## config.mk

```make
export PLATFORM = sky130hd
export DESIGN_NAME = rxsdu
export DESIGN_NICKNAME = d
export VERILOG_FILES = /design/src/rtl/rxsdu_pkg.sv /design/src/rtl/sdu_frame_fifo.sv /design/src/rtl/sdu_chn_arbiter.sv /design/src/rtl/sdu_5s1.sv /design/src/rtl/rxsdu.sv
export SDC_FILE = /design/constraint.sdc
export NUM_CORES = 2
export LEC_CHECK = 0
export ABC_AREA = 0
export BUFFER_PORTS_ARGS = -buffer_cell sky130_fd_sc_hd__buf_2
export CAP_MARGIN = 20
export CORE_ASPECT_RATIO = 0.6
export CORE_MARGIN = 5
export CORE_UTILIZATION = 45
export CTS_CLUSTER_DIAMETER = 60
export DETAILED_ROUTE_END_ITERATION = 16
export PLACE_DENSITY_LB_ADDON = 0.1
export SLEW_MARGIN = 25
export SYNTH_ARGS = -nofsm -noshare
export SYNTH_HDL_FRONTEND = slang
export SYNTH_HIERARCHICAL = 1
export SYNTH_SLANG_ARGS = --single-unit
```

## constraint.sdc

```tcl
create_clock -name clk_12_5m -period 8.72 [get_ports clk_12_5m]
set_input_delay 0.436 -clock clk_12_5m [delete_from_list [all_inputs] [get_ports clk_12_5m]]
set_output_delay 0.436 -clock clk_12_5m [all_outputs]
set_load 0.005 [all_outputs]
```

## src/rtl/rxsdu_pkg.sv

```systemverilog
`default_nettype none

package rxsdu_pkg;

    // ======================================================================
    // Frame word
    // ======================================================================

    // One 18-bit channel word
    // sop in bit 17, eop in bit 16, payload below
    typedef struct packed {
        logic        sop;
        logic        eop;
        logic [15:0] payload;
    } sdu_word_t;

    // ======================================================================
    // Channel map
    // ======================================================================

    // Upstream channels: one status feedback, four serial links
    localparam int NUM_CHN = 5;

    // Bit positions in the empty / dval / rden vectors
    // Status feedback on top, slink0 just below it
    localparam int CHN_SFM    = 4;
    localparam int CHN_SLINK0 = 3;
    localparam int CHN_SLINK1 = 2;
    localparam int CHN_SLINK2 = 1;
    localparam int CHN_SLINK3 = 0;

    // Payload bit of a sop word that steers the frame to output FIFO 1
    localparam int DEST_BIT = 15;

endpackage

`default_nettype wire

```

## src/rtl/sdu_frame_fifo.sv

```systemverilog
`default_nettype none
`timescale 1ns/1ps

module sdu_frame_fifo #(
    parameter int FIFO_DEPTH = 64
) (
    input  wire                          clk_12_5m,
    input  wire                          reset,
    // Write side, from the scheduler
    input  wire                          wr_en,
    input  wire  rxsdu_pkg::sdu_word_t   wr_data,
    // Read side, from the downstream consumer
    input  wire                          rd_req,
    output logic                         rd_dval,
    output rxsdu_pkg::sdu_word_t         rd_data,
    // Free words, for back-pressure
    output logic [$clog2(FIFO_DEPTH):0]  free_cnt
);

    import rxsdu_pkg::*;

    // Pointer width, depth is a power of two so pointers wrap by themselves
    localparam int          AW        = $clog2(FIFO_DEPTH);
    localparam logic [AW:0] DEPTH_CNT = (AW + 1)'(FIFO_DEPTH);

    // ======================================================================
    // Storage and bookkeeping
    // ======================================================================

    sdu_word_t     mem [FIFO_DEPTH];

    logic [AW-1:0] wr_ptr;
    logic [AW-1:0] rd_ptr;
    // Words held, 0..FIFO_DEPTH
    logic [AW:0]   count;

    logic          wr_ok;
    logic          rd_ok;

    // Write ignored when full
    assign wr_ok = wr_en && (count != DEPTH_CNT);
    // Read of an empty FIFO does nothing, no dval
    assign rd_ok = rd_req && (count != '0);

    // Space left, drives the arbiter's room check
    assign free_cnt = DEPTH_CNT - count;

    // ======================================================================
    // Write port
    // ======================================================================

    always_ff @(posedge clk_12_5m) begin
        if (wr_ok) begin
            mem[wr_ptr] <= wr_data;
        end
    end

    // Pointers and fill level
    always_ff @(posedge clk_12_5m) begin
        if (reset) begin
            wr_ptr <= '0;
            rd_ptr <= '0;
            count  <= '0;
        end else begin
            if (wr_ok) begin
                wr_ptr <= wr_ptr + 1'b1;
            end
            if (rd_ok) begin
                rd_ptr <= rd_ptr + 1'b1;
            end
            // Simultaneous read and write leaves count alone
            case ({wr_ok, rd_ok})
                2'b10:   count <= count + 1'b1;
                2'b01:   count <= count - 1'b1;
                default: count <= count;
            endcase
        end
    end

    // ======================================================================
    // Read port
    // ======================================================================

    // Dval pulse one cycle after an accepted rd_req
    always_ff @(posedge clk_12_5m) begin
        if (reset) begin
            rd_dval <= 1'b0;
        end else begin
            rd_dval <= rd_ok;
        end
    end

    // Read word, valid alongside rd_dval
    always_ff @(posedge clk_12_5m) begin
        if (rd_ok) begin
            rd_data <= mem[rd_ptr];
        end
    end

endmodule

`default_nettype wire

```

## src/rtl/sdu_chn_arbiter.sv

```systemverilog
`default_nettype none
`timescale 1ns/1ps

module sdu_chn_arbiter (
    input  wire                           clk_12_5m,
    input  wire                           reset,
    // Empty levels of the upstream channels
    input  wire  [rxsdu_pkg::NUM_CHN-1:0] chn_empty,
    // A granted word came back
    input  wire                           word_done,
    // That word was the eop
    input  wire                           frame_done,
    // Both output FIFOs can take another word
    input  wire                           room,
    // One-hot read pulse to the channels
    output logic [rxsdu_pkg::NUM_CHN-1:0] rden
);

    import rxsdu_pkg::*;

    localparam int IDX_W = $clog2(NUM_CHN);

    typedef enum logic [1:0] {
        ST_IDLE,
        ST_ISSUE,
        ST_WAIT
    } arb_state_t;

    arb_state_t       state;
    // Channel currently holding the grant
    logic [IDX_W-1:0] grant;
    // First channel to look at in the next search
    logic [IDX_W-1:0] rr_ptr;
    logic [IDX_W-1:0] pick;
    logic             pick_vld;
    logic             issue;

    // Search order runs downward, channel 0 wraps to the top
    function automatic logic [IDX_W-1:0] next_chn(input logic [IDX_W-1:0] chn);
        if (chn == '0) begin
            return IDX_W'(NUM_CHN - 1);
        end
        return chn - 1'b1;
    endfunction

    // ======================================================================
    // Round-robin pick
    // ======================================================================

    // First non-empty channel starting at rr_ptr
    always_comb begin
        int idx;
        pick     = rr_ptr;
        pick_vld = 1'b0;
        for (int i = 0; i < NUM_CHN; i++) begin
            idx = int'(rr_ptr) - i;
            if (idx < 0) begin
                idx = idx + NUM_CHN;
            end
            if (!pick_vld && !chn_empty[idx]) begin
                pick     = IDX_W'(idx);
                pick_vld = 1'b1;
            end
        end
    end

    // Read only while the channel has data and both FIFOs have room
    assign issue = (state == ST_ISSUE) && !chn_empty[grant] && room;
    assign rden  = issue ? (NUM_CHN'(1) << grant) : '0;

    // ======================================================================
    // Grant FSM
    // ======================================================================

    always_ff @(posedge clk_12_5m) begin
        if (reset) begin
            state  <= ST_IDLE;
            grant  <= IDX_W'(CHN_SFM);
            rr_ptr <= IDX_W'(CHN_SFM);
        end else begin
            case (state)
                // Wait for any channel with a frame
                ST_IDLE: begin
                    if (pick_vld) begin
                        grant <= pick;
                        state <= ST_ISSUE;
                    end
                end
                // Single read pulse, then one word in flight
                ST_ISSUE: begin
                    if (issue) begin
                        state <= ST_WAIT;
                    end
                end
                // Word returns two cycles after rden
                ST_WAIT: begin
                    if (frame_done) begin
                        // Frame complete, next search starts after this channel
                        rr_ptr <= next_chn(grant);
                        state  <= ST_IDLE;
                    end else if (word_done) begin
                        state <= ST_ISSUE;
                    end
                end
                default: begin
                    state <= ST_IDLE;
                end
            endcase
        end
    end

endmodule

`default_nettype wire

```

## src/rtl/sdu_5s1.sv

```systemverilog
`default_nettype none
`timescale 1ns/1ps

module sdu_5s1 #(
    parameter int FIFO_DEPTH = 64
) (
    input  wire                              clk_12_5m,
    input  wire                              reset,
    // Registered word from the selected channel
    input  wire  [rxsdu_pkg::NUM_CHN-1:0]    chn_sdu_dval,
    input  wire  rxsdu_pkg::sdu_word_t       chn_sdu_data,
    input  wire  [rxsdu_pkg::NUM_CHN-1:0]    chn_sdu_empty,
    output wire  [rxsdu_pkg::NUM_CHN-1:0]    sdu_chn_rden,
    // Output FIFO read ports
    input  wire  [1:0]                       fifo_rdreq,
    output wire  [1:0]                       fifo_rd_dval,
    output wire  rxsdu_pkg::sdu_word_t [1:0] fifo_rd_data
);

    import rxsdu_pkg::*;

    localparam int FREE_W = $clog2(FIFO_DEPTH) + 1;
    // Words each output FIFO must have free before the next read
    localparam int ROOM_MIN = 4;

    // A word from the granted channel is present
    logic              word_vld;
    // And it closes the frame
    logic              word_eop;
    // Output FIFO for the present word
    logic              wr_dest;
    // Destination latched from the sop word
    logic              dest_q;
    logic [1:0]        fifo_wr_en;
    logic              room;
    wire  [FREE_W-1:0] fifo_free [2];

    // ======================================================================
    // Word capture and routing
    // ======================================================================

    // Only the granted channel can answer, so any dval bit will do
    assign word_vld = |chn_sdu_dval;
    assign word_eop = word_vld && chn_sdu_data.eop;

    // Sop word decides on the spot, later words follow the latch
    assign wr_dest = chn_sdu_data.sop ? chn_sdu_data.payload[DEST_BIT] : dest_q;

    always_ff @(posedge clk_12_5m) begin
        if (reset) begin
            dest_q <= 1'b0;
        end else if (word_vld && chn_sdu_data.sop) begin
            dest_q <= chn_sdu_data.payload[DEST_BIT];
        end
    end

    // Bit 0 for FIFO 0, bit 1 for FIFO 1
    assign fifo_wr_en = {word_vld & wr_dest, word_vld & ~wr_dest};

    // Back-pressure: the next word may land in either FIFO
    assign room = (fifo_free[0] >= FREE_W'(ROOM_MIN))
               && (fifo_free[1] >= FREE_W'(ROOM_MIN));

    // ======================================================================
    // Read scheduler
    // ======================================================================

    sdu_chn_arbiter arbiter_i (
        .clk_12_5m  (clk_12_5m),
        .reset      (reset),
        .chn_empty  (chn_sdu_empty),
        .word_done  (word_vld),
        .frame_done (word_eop),
        .room       (room),
        .rden       (sdu_chn_rden)
    );

    // ======================================================================
    // Output FIFOs
    // ======================================================================

    // One FIFO per downstream port, same word type on both
    for (genvar g = 0; g < 2; g++) begin : g_out_fifo
        sdu_frame_fifo #(
            .FIFO_DEPTH (FIFO_DEPTH)
        ) fifo_i (
            .clk_12_5m (clk_12_5m),
            .reset     (reset),
            .wr_en     (fifo_wr_en[g]),
            .wr_data   (chn_sdu_data),
            .rd_req    (fifo_rdreq[g]),
            .rd_dval   (fifo_rd_dval[g]),
            .rd_data   (fifo_rd_data[g]),
            .free_cnt  (fifo_free[g])
        );
    end

endmodule

`default_nettype wire

```

## src/rtl/rxsdu.sv

```systemverilog
`default_nettype none
`timescale 1ns/1ps

module rxsdu #(
    parameter int FIFO_DEPTH = 64
) (
    input  wire                              clk_12_5m,
    input  wire                              reset,
    // Status-feedback channel
    input  wire                              sfm_empty,
    input  wire                              sfm_dval,
    input  wire  rxsdu_pkg::sdu_word_t       sfm_data,
    output logic                             sfm_rdreq,
    // Serial-link channels 0..3
    input  wire  [3:0]                       slink_empty,
    input  wire  [3:0]                       slink_dval,
    input  wire  rxsdu_pkg::sdu_word_t [3:0] slink_data,
    output logic [3:0]                       slink_rdreq,
    // Downstream read ports 0 and 1
    input  wire  [1:0]                       fifo_rdreq,
    output logic [1:0]                       fifo_rd_dval,
    output rxsdu_pkg::sdu_word_t [1:0]       fifo_rd_data
);

    import rxsdu_pkg::*;

    logic [NUM_CHN-1:0] chn_empty;
    logic [NUM_CHN-1:0] dval_vec;
    sdu_word_t          chn_word [NUM_CHN];
    sdu_word_t          sel_word;
    // Registered dval and word into the scheduler
    logic [NUM_CHN-1:0] chn_sdu_dval;
    sdu_word_t          chn_sdu_data;
    logic [NUM_CHN-1:0] sdu_chn_rden;

    // ======================================================================
    // Channel gather
    // ======================================================================

    always_comb begin
        chn_empty[CHN_SFM]    = sfm_empty;
        chn_empty[CHN_SLINK0] = slink_empty[0];
        chn_empty[CHN_SLINK1] = slink_empty[1];
        chn_empty[CHN_SLINK2] = slink_empty[2];
        chn_empty[CHN_SLINK3] = slink_empty[3];

        dval_vec[CHN_SFM]     = sfm_dval;
        dval_vec[CHN_SLINK0]  = slink_dval[0];
        dval_vec[CHN_SLINK1]  = slink_dval[1];
        dval_vec[CHN_SLINK2]  = slink_dval[2];
        dval_vec[CHN_SLINK3]  = slink_dval[3];

        chn_word[CHN_SFM]     = sfm_data;
        chn_word[CHN_SLINK0]  = slink_data[0];
        chn_word[CHN_SLINK1]  = slink_data[1];
        chn_word[CHN_SLINK2]  = slink_data[2];
        chn_word[CHN_SLINK3]  = slink_data[3];
    end

    // One-hot dval picks the word, anything else gives zero
    always_comb begin
        sel_word = '0;
        for (int i = 0; i < NUM_CHN; i++) begin
            if (dval_vec == (NUM_CHN'(1) << i)) begin
                sel_word = chn_word[i];
            end
        end
    end

    always_ff @(posedge clk_12_5m) begin
        if (reset) begin
            chn_sdu_dval <= '0;
        end else begin
            chn_sdu_dval <= dval_vec;
        end
    end

    always_ff @(posedge clk_12_5m) begin
        chn_sdu_data <= sel_word;
    end

    // Read requests back out in channel order
    assign sfm_rdreq   = sdu_chn_rden[CHN_SFM];
    assign slink_rdreq = {sdu_chn_rden[CHN_SLINK3], sdu_chn_rden[CHN_SLINK2],
                          sdu_chn_rden[CHN_SLINK1], sdu_chn_rden[CHN_SLINK0]};

    // ======================================================================
    // Five-to-one scheduler
    // ======================================================================

    sdu_5s1 #(
        .FIFO_DEPTH (FIFO_DEPTH)
    ) sdu_5s1_i (
        .clk_12_5m     (clk_12_5m),
        .reset         (reset),
        .chn_sdu_dval  (chn_sdu_dval),
        .chn_sdu_data  (chn_sdu_data),
        .chn_sdu_empty (chn_empty),
        .sdu_chn_rden  (sdu_chn_rden),
        .fifo_rdreq    (fifo_rdreq),
        .fifo_rd_dval  (fifo_rd_dval),
        .fifo_rd_data  (fifo_rd_data)
    );

endmodule

`default_nettype wire

```

==> insert_results.sql <==
INSERT INTO impl_metrics (metric_group, metric, value, unit) VALUES
('floorplan', 'initial_core_util', '0.4534', ''),
('worst_hold_path', 'worst_hold_path.num_cells', '3', ''),
('detailed_routing', 'drtAntennaViolNets', '0', ''),
('timing', 'slew_viol_final', '0', ''),
('detailed_routing', 'drt-initial-drc-count', '6348', ''),
('cts', 'clk_root_buffer_cell', 'clkbuf_16', ''),
('cts', 'clock_path_buffers', '4', ''),
('timing', 'fin_skew', '0.03231', 'ns'),
('cts', 'cts.repair.resized', '0', ''),
('place', 'placement.setup.worst_slack', '4.001', 'ns'),
('timing', 'finalHoldWorstSlack', '0.03199', 'ns'),
('floorplan', 'core_area', '0.2097', 'mm²'),
('floorplan', 'vertical_die_dimension', '366', 'µm'),
('floorplan', 'fp-row-count', '130', ''),
('grt', 'grt_remaining_overflow', '0', ''),
('run_status', 'status', 'finished clean', ''),
('cts', 'cts_htree_levels', '4', ''),
('timing', 'period_share', '0.5343', ''),
('synth', 'avgSynthCellArea', '19.93', 'µm²'),
('grt', 'grt_antenna_before_repair', '16', ''),
('timing', 'unrepaired_setup_endpoints_after_global_routing', 'no', ''),
('detailed_routing', 'drc', '0', ''),
('floorplan', 'pin_count', '147', ''),
('place', 'gp_congestion', '0.8754', ''),
('setup_path', 'rr_endpoint', 'sdu_5s1_i/g_out_fifo[1].fifo_i/mem[27][2]$_DFFE_PP_', ''),
('power_and_ir_drop', 'vdd_drop_max', '0.0001575', 'V'),
('setup_path', 'critical_path_arrival', '5.21', 'ns'),
('floorplan', 'die-area', '0.2208', 'mm²'),
('cts', 'tritoncts_clock_tree', 'done', ''),
('finish', 'area_delta_synth_final', '13.25', '%'),
('setup_path', 'crit_fanout', '72', ''),
('timing', 'totalNegativeSetupSlack', '0', 'ns'),
('setup_path', 'ff2ff_setup_slack', '4.06', 'ns'),
('grt', 'gr-usage-all-layers', '0.2407', ''),
('floorplan', 'floorplan.die.width', '603.3', 'µm'),
('timing', 'final_critical_path_setup_slack', '4.060', 'ns'),
('detailed_routing', 'routed_wirelength', '270400', 'µm'),
('synth', 'yosysWarningCount', '6', ''),
('worst_hold_path', 'hold_path_end', 'chn_sdu_data[0]$_DFF_P_', ''),
('power_and_ir_drop', 'p_total', '25.77', 'mW'),
('timing', 'setup_viol', '0', ''),
('grt', 'grt_first_pass_wirelength', '377400', 'µm'),
('finish', 'layout.cell_area.non_filler', '0.1076', 'mm²'),
('synth', 'syn_inst', '4769', ''),
('synth', 'syn_nets', '4905', ''),
('setup_path', 'cpPeakStageDelay', '0.98', 'ns'),
('worst_hold_path', 'hold_path_startpoint', 'slink_data[36]', ''),
('place', 'buffer_ports.inserted', '146', ''),
('setup_path', 'cp_common_cell', 'buf_4', ''),
('timing', 'final_period_demand_of_the_worst_path', '4.660', 'ns'),
('detailed_routing', 'detail_route.first_pass.iterations', '6', ''),
('power_and_ir_drop', 'power_density_over_the_cells', '239.4', 'mW/mm²'),
('cts', 'tritoncts_num_sinks', '2412', ''),
('place', 'detailedPlacementHpwl', '165800', 'µm'),
('setup_path', 'critical_path.startpoint_type', 'register', ''),
('synth', 'syn_area', '0.09505', 'mm²'),
('cts', 'cts_inserted_buffers', '227', ''),
('detailed_routing', 'vias_per_cell', '6.150', ''),
('detailed_routing', 'wl_cell', '33.60', 'µm'),
('finish', 'final_net_count', '5220', ''),
('cts', 'clock_latency', '0.87', 'ns'),
('finish', 'fraction_of_layout_cells_with_a_size_suffix_above_1', '0.2458', ''),
('detailed_routing', 'routed-via-count', '49490', ''),
('finish', 'n_fill_cell', '16630', ''),
('place', 'post_dp_cell_area', '0.09961', 'mm²'),
('timing', 'achievable-frequency', '214.6', 'MHz'),
('flow_run', 'drv_cap', '0', ''),
('setup_path', 'critical_path.endpoint_type', 'register', ''),
('setup_path', 'worst-endpoint-required', '9.27', 'ns'),
('setup_path', 'critical_path.cell_chain', 'buf_4 > nand2_1 > a22oi_1 > o41a_1 > nor2b_1 > nand3_2 > nor2_1 > buf_4', ''),
('timing', 'hold_violations', '0', ''),
('grt', 'grt_max_degree', '114', ''),
('setup_path', 'cpMaxStageDelayCell', 'nor2_1', ''),
('setup_path', 'timing.reg2reg.worst_path_depth', '8', ''),
('setup_path', 'setup.worst_path.class', 'reg2reg', ''),
('worst_hold_path', 'hold_class', 'in2reg', ''),
('timing', 'timing_worst_slew_pin_value', '1.194', 'ns'),
('grt', 'grt_pass1_vias', '47090', ''),
('power_and_ir_drop', 'leakagePower', '33.17', 'nW'),
('timing', 'timing.max_slew.rel_slack', '0.1993', ''),
('setup_path', 'regToRegStartpoint', 'chn_sdu_data[17]$_DFF_P_', ''),
('cts', 'cts.reportedPaths.clkPinSlew', '0.07', 'ns');
[metal layers]
metal  GRT usage  vias up  share of wire  wire, µm
met5           0        -       0.000048        13
met4     0.03587        2          0.014      3700
met3     0.07402      267           0.11     30950
met2      0.3115     2245           0.40    107300
met1      0.4009    26580           0.47    128400
li1            -    20390              -         -
[worst max path at each step]
| stage | start | to | cells past startpoint |
|---|---|---|---|
| finish | chn_sdu_data[17]$_DFF_P_ | sdu_5s1_i/g_out_fifo[1].fifo_i/mem[27][2]$_DFFE_PP_ | 8 |
| global route | chn_sdu_data[17]$_DFF_P_ | sdu_5s1_i/g_out_fifo[1].fifo_i/mem[27][2]$_DFFE_PP_ | 8 |
| CTS | chn_sdu_data[17]$_DFF_P_ | sdu_5s1_i/g_out_fifo[1].fifo_i/mem[9][16]$_DFFE_PP_ | 7 |
| detailed placement | chn_sdu_data[17]$_DFF_P_ | sdu_5s1_i/g_out_fifo[1].fifo_i/mem[9][1]$_DFFE_PP_ | 7 |
| global placement | chn_sdu_data[17]$_DFF_P_ | sdu_5s1_i/g_out_fifo[0].fifo_i/mem[35][7]$_DFFE_PP_ | 7 |
| floorplan | chn_sdu_data[17]$_DFF_P_ | sdu_5s1_i/g_out_fifo[1].fifo_i/count[6]$_SDFFE_PP0P_ | 12 |
[where the power goes]
part	leakage, nW	switching, mW	internal, mW
combinational	7.52	1.70	1.07
clock	3.50	4.32	5.50
sequential	22.1	0.236	12.9
total	33.2	6.25	19.5
[worst max-delay path, delay by kind of cell, from the launching register on]
family,cells,cell delay (ns)
buf+inv,2,1.08
simple gates,4,2.16
flops,1,0.33
compound gates,2,0.73
[stage by stage]
step | utilization | instances
global placement | 0.4743 | 7569
finish | 0.5134 | 8047
floorplan | - | 4769
detailed placement | 0.4751 | 7570
CTS | 0.5118 | 8033
global route | 0.5133 | 8041
[repair_timing]
item | 4_1_cts | 5_1_grt
hold buffers | 49 | 0
hold endpoints to repair | 26 | 0
setup buffers | 0 | 0
[flip-flops by register name, summed over array words and instances, names as in the netlist]
register and flops:
sdu_5s1_i/g_out_fifo.fifo_i/count 14, sdu_5s1_i/g_out_fifo.fifo_i/rd_data 36, chn_sdu_dval 5, sdu_5s1_i/dest_q 1, sdu_5s1_i/arbiter_i/state 2, sdu_5s1_i/g_out_fifo.fifo_i/wr_ptr 12, sdu_5s1_i/g_out_fifo.fifo_i/mem 2304, chn_sdu_data 18
sdu_5s1_i/g_out_fifo.fifo_i/rd_ptr 12, sdu_5s1_i/arbiter_i/rr_ptr 3, sdu_5s1_i/arbiter_i/grant 3, sdu_5s1_i/g_out_fifo.fifo_i/rd_dval 2
[placed cells by master, fill, tap and decap left out, types with 30 or more instances in the layout]
master / instances
a211oi_1: 93
mux4_2: 436
nor3_1: 43
ha_1: 30
clkinv_2: 32
nand2_1: 115
mux2_2: 33
clkinv_1: 60
nor2_1: 120
nor2_4: 46
a22oi_1: 65
dfxtp_1: 48
inv_1: 35
buf_4: 146
nand3_1: 30
nor2_2: 55
buf_2: 146
a21oi_1: 61
dlygate4sd3_1: 49
clkbuf_16: 228
edfxtp_1: 2340
mux2i_1: 370
o22ai_1: 127
clkbuf_1: 44
[layout make-up]
cell class / count / area, µm² / share of cell area
antenna: 6 / 15.01 / 0.0001395
clock buffer: 275 / 5912 / 0.05492
clock inverter: 139 / 1297 / 0.01205
inverter: 36 / 135.1 / 0.001255
multi-input combinational: 2047 / 22280 / 0.2070
sequential: 2412 / 71800 / 0.6670
tap: 2772 / 3468 / 0.03222
timing repair buffer: 360 / 2738 / 0.02543
No activity file was read; power rests on OpenSTA's default activity.
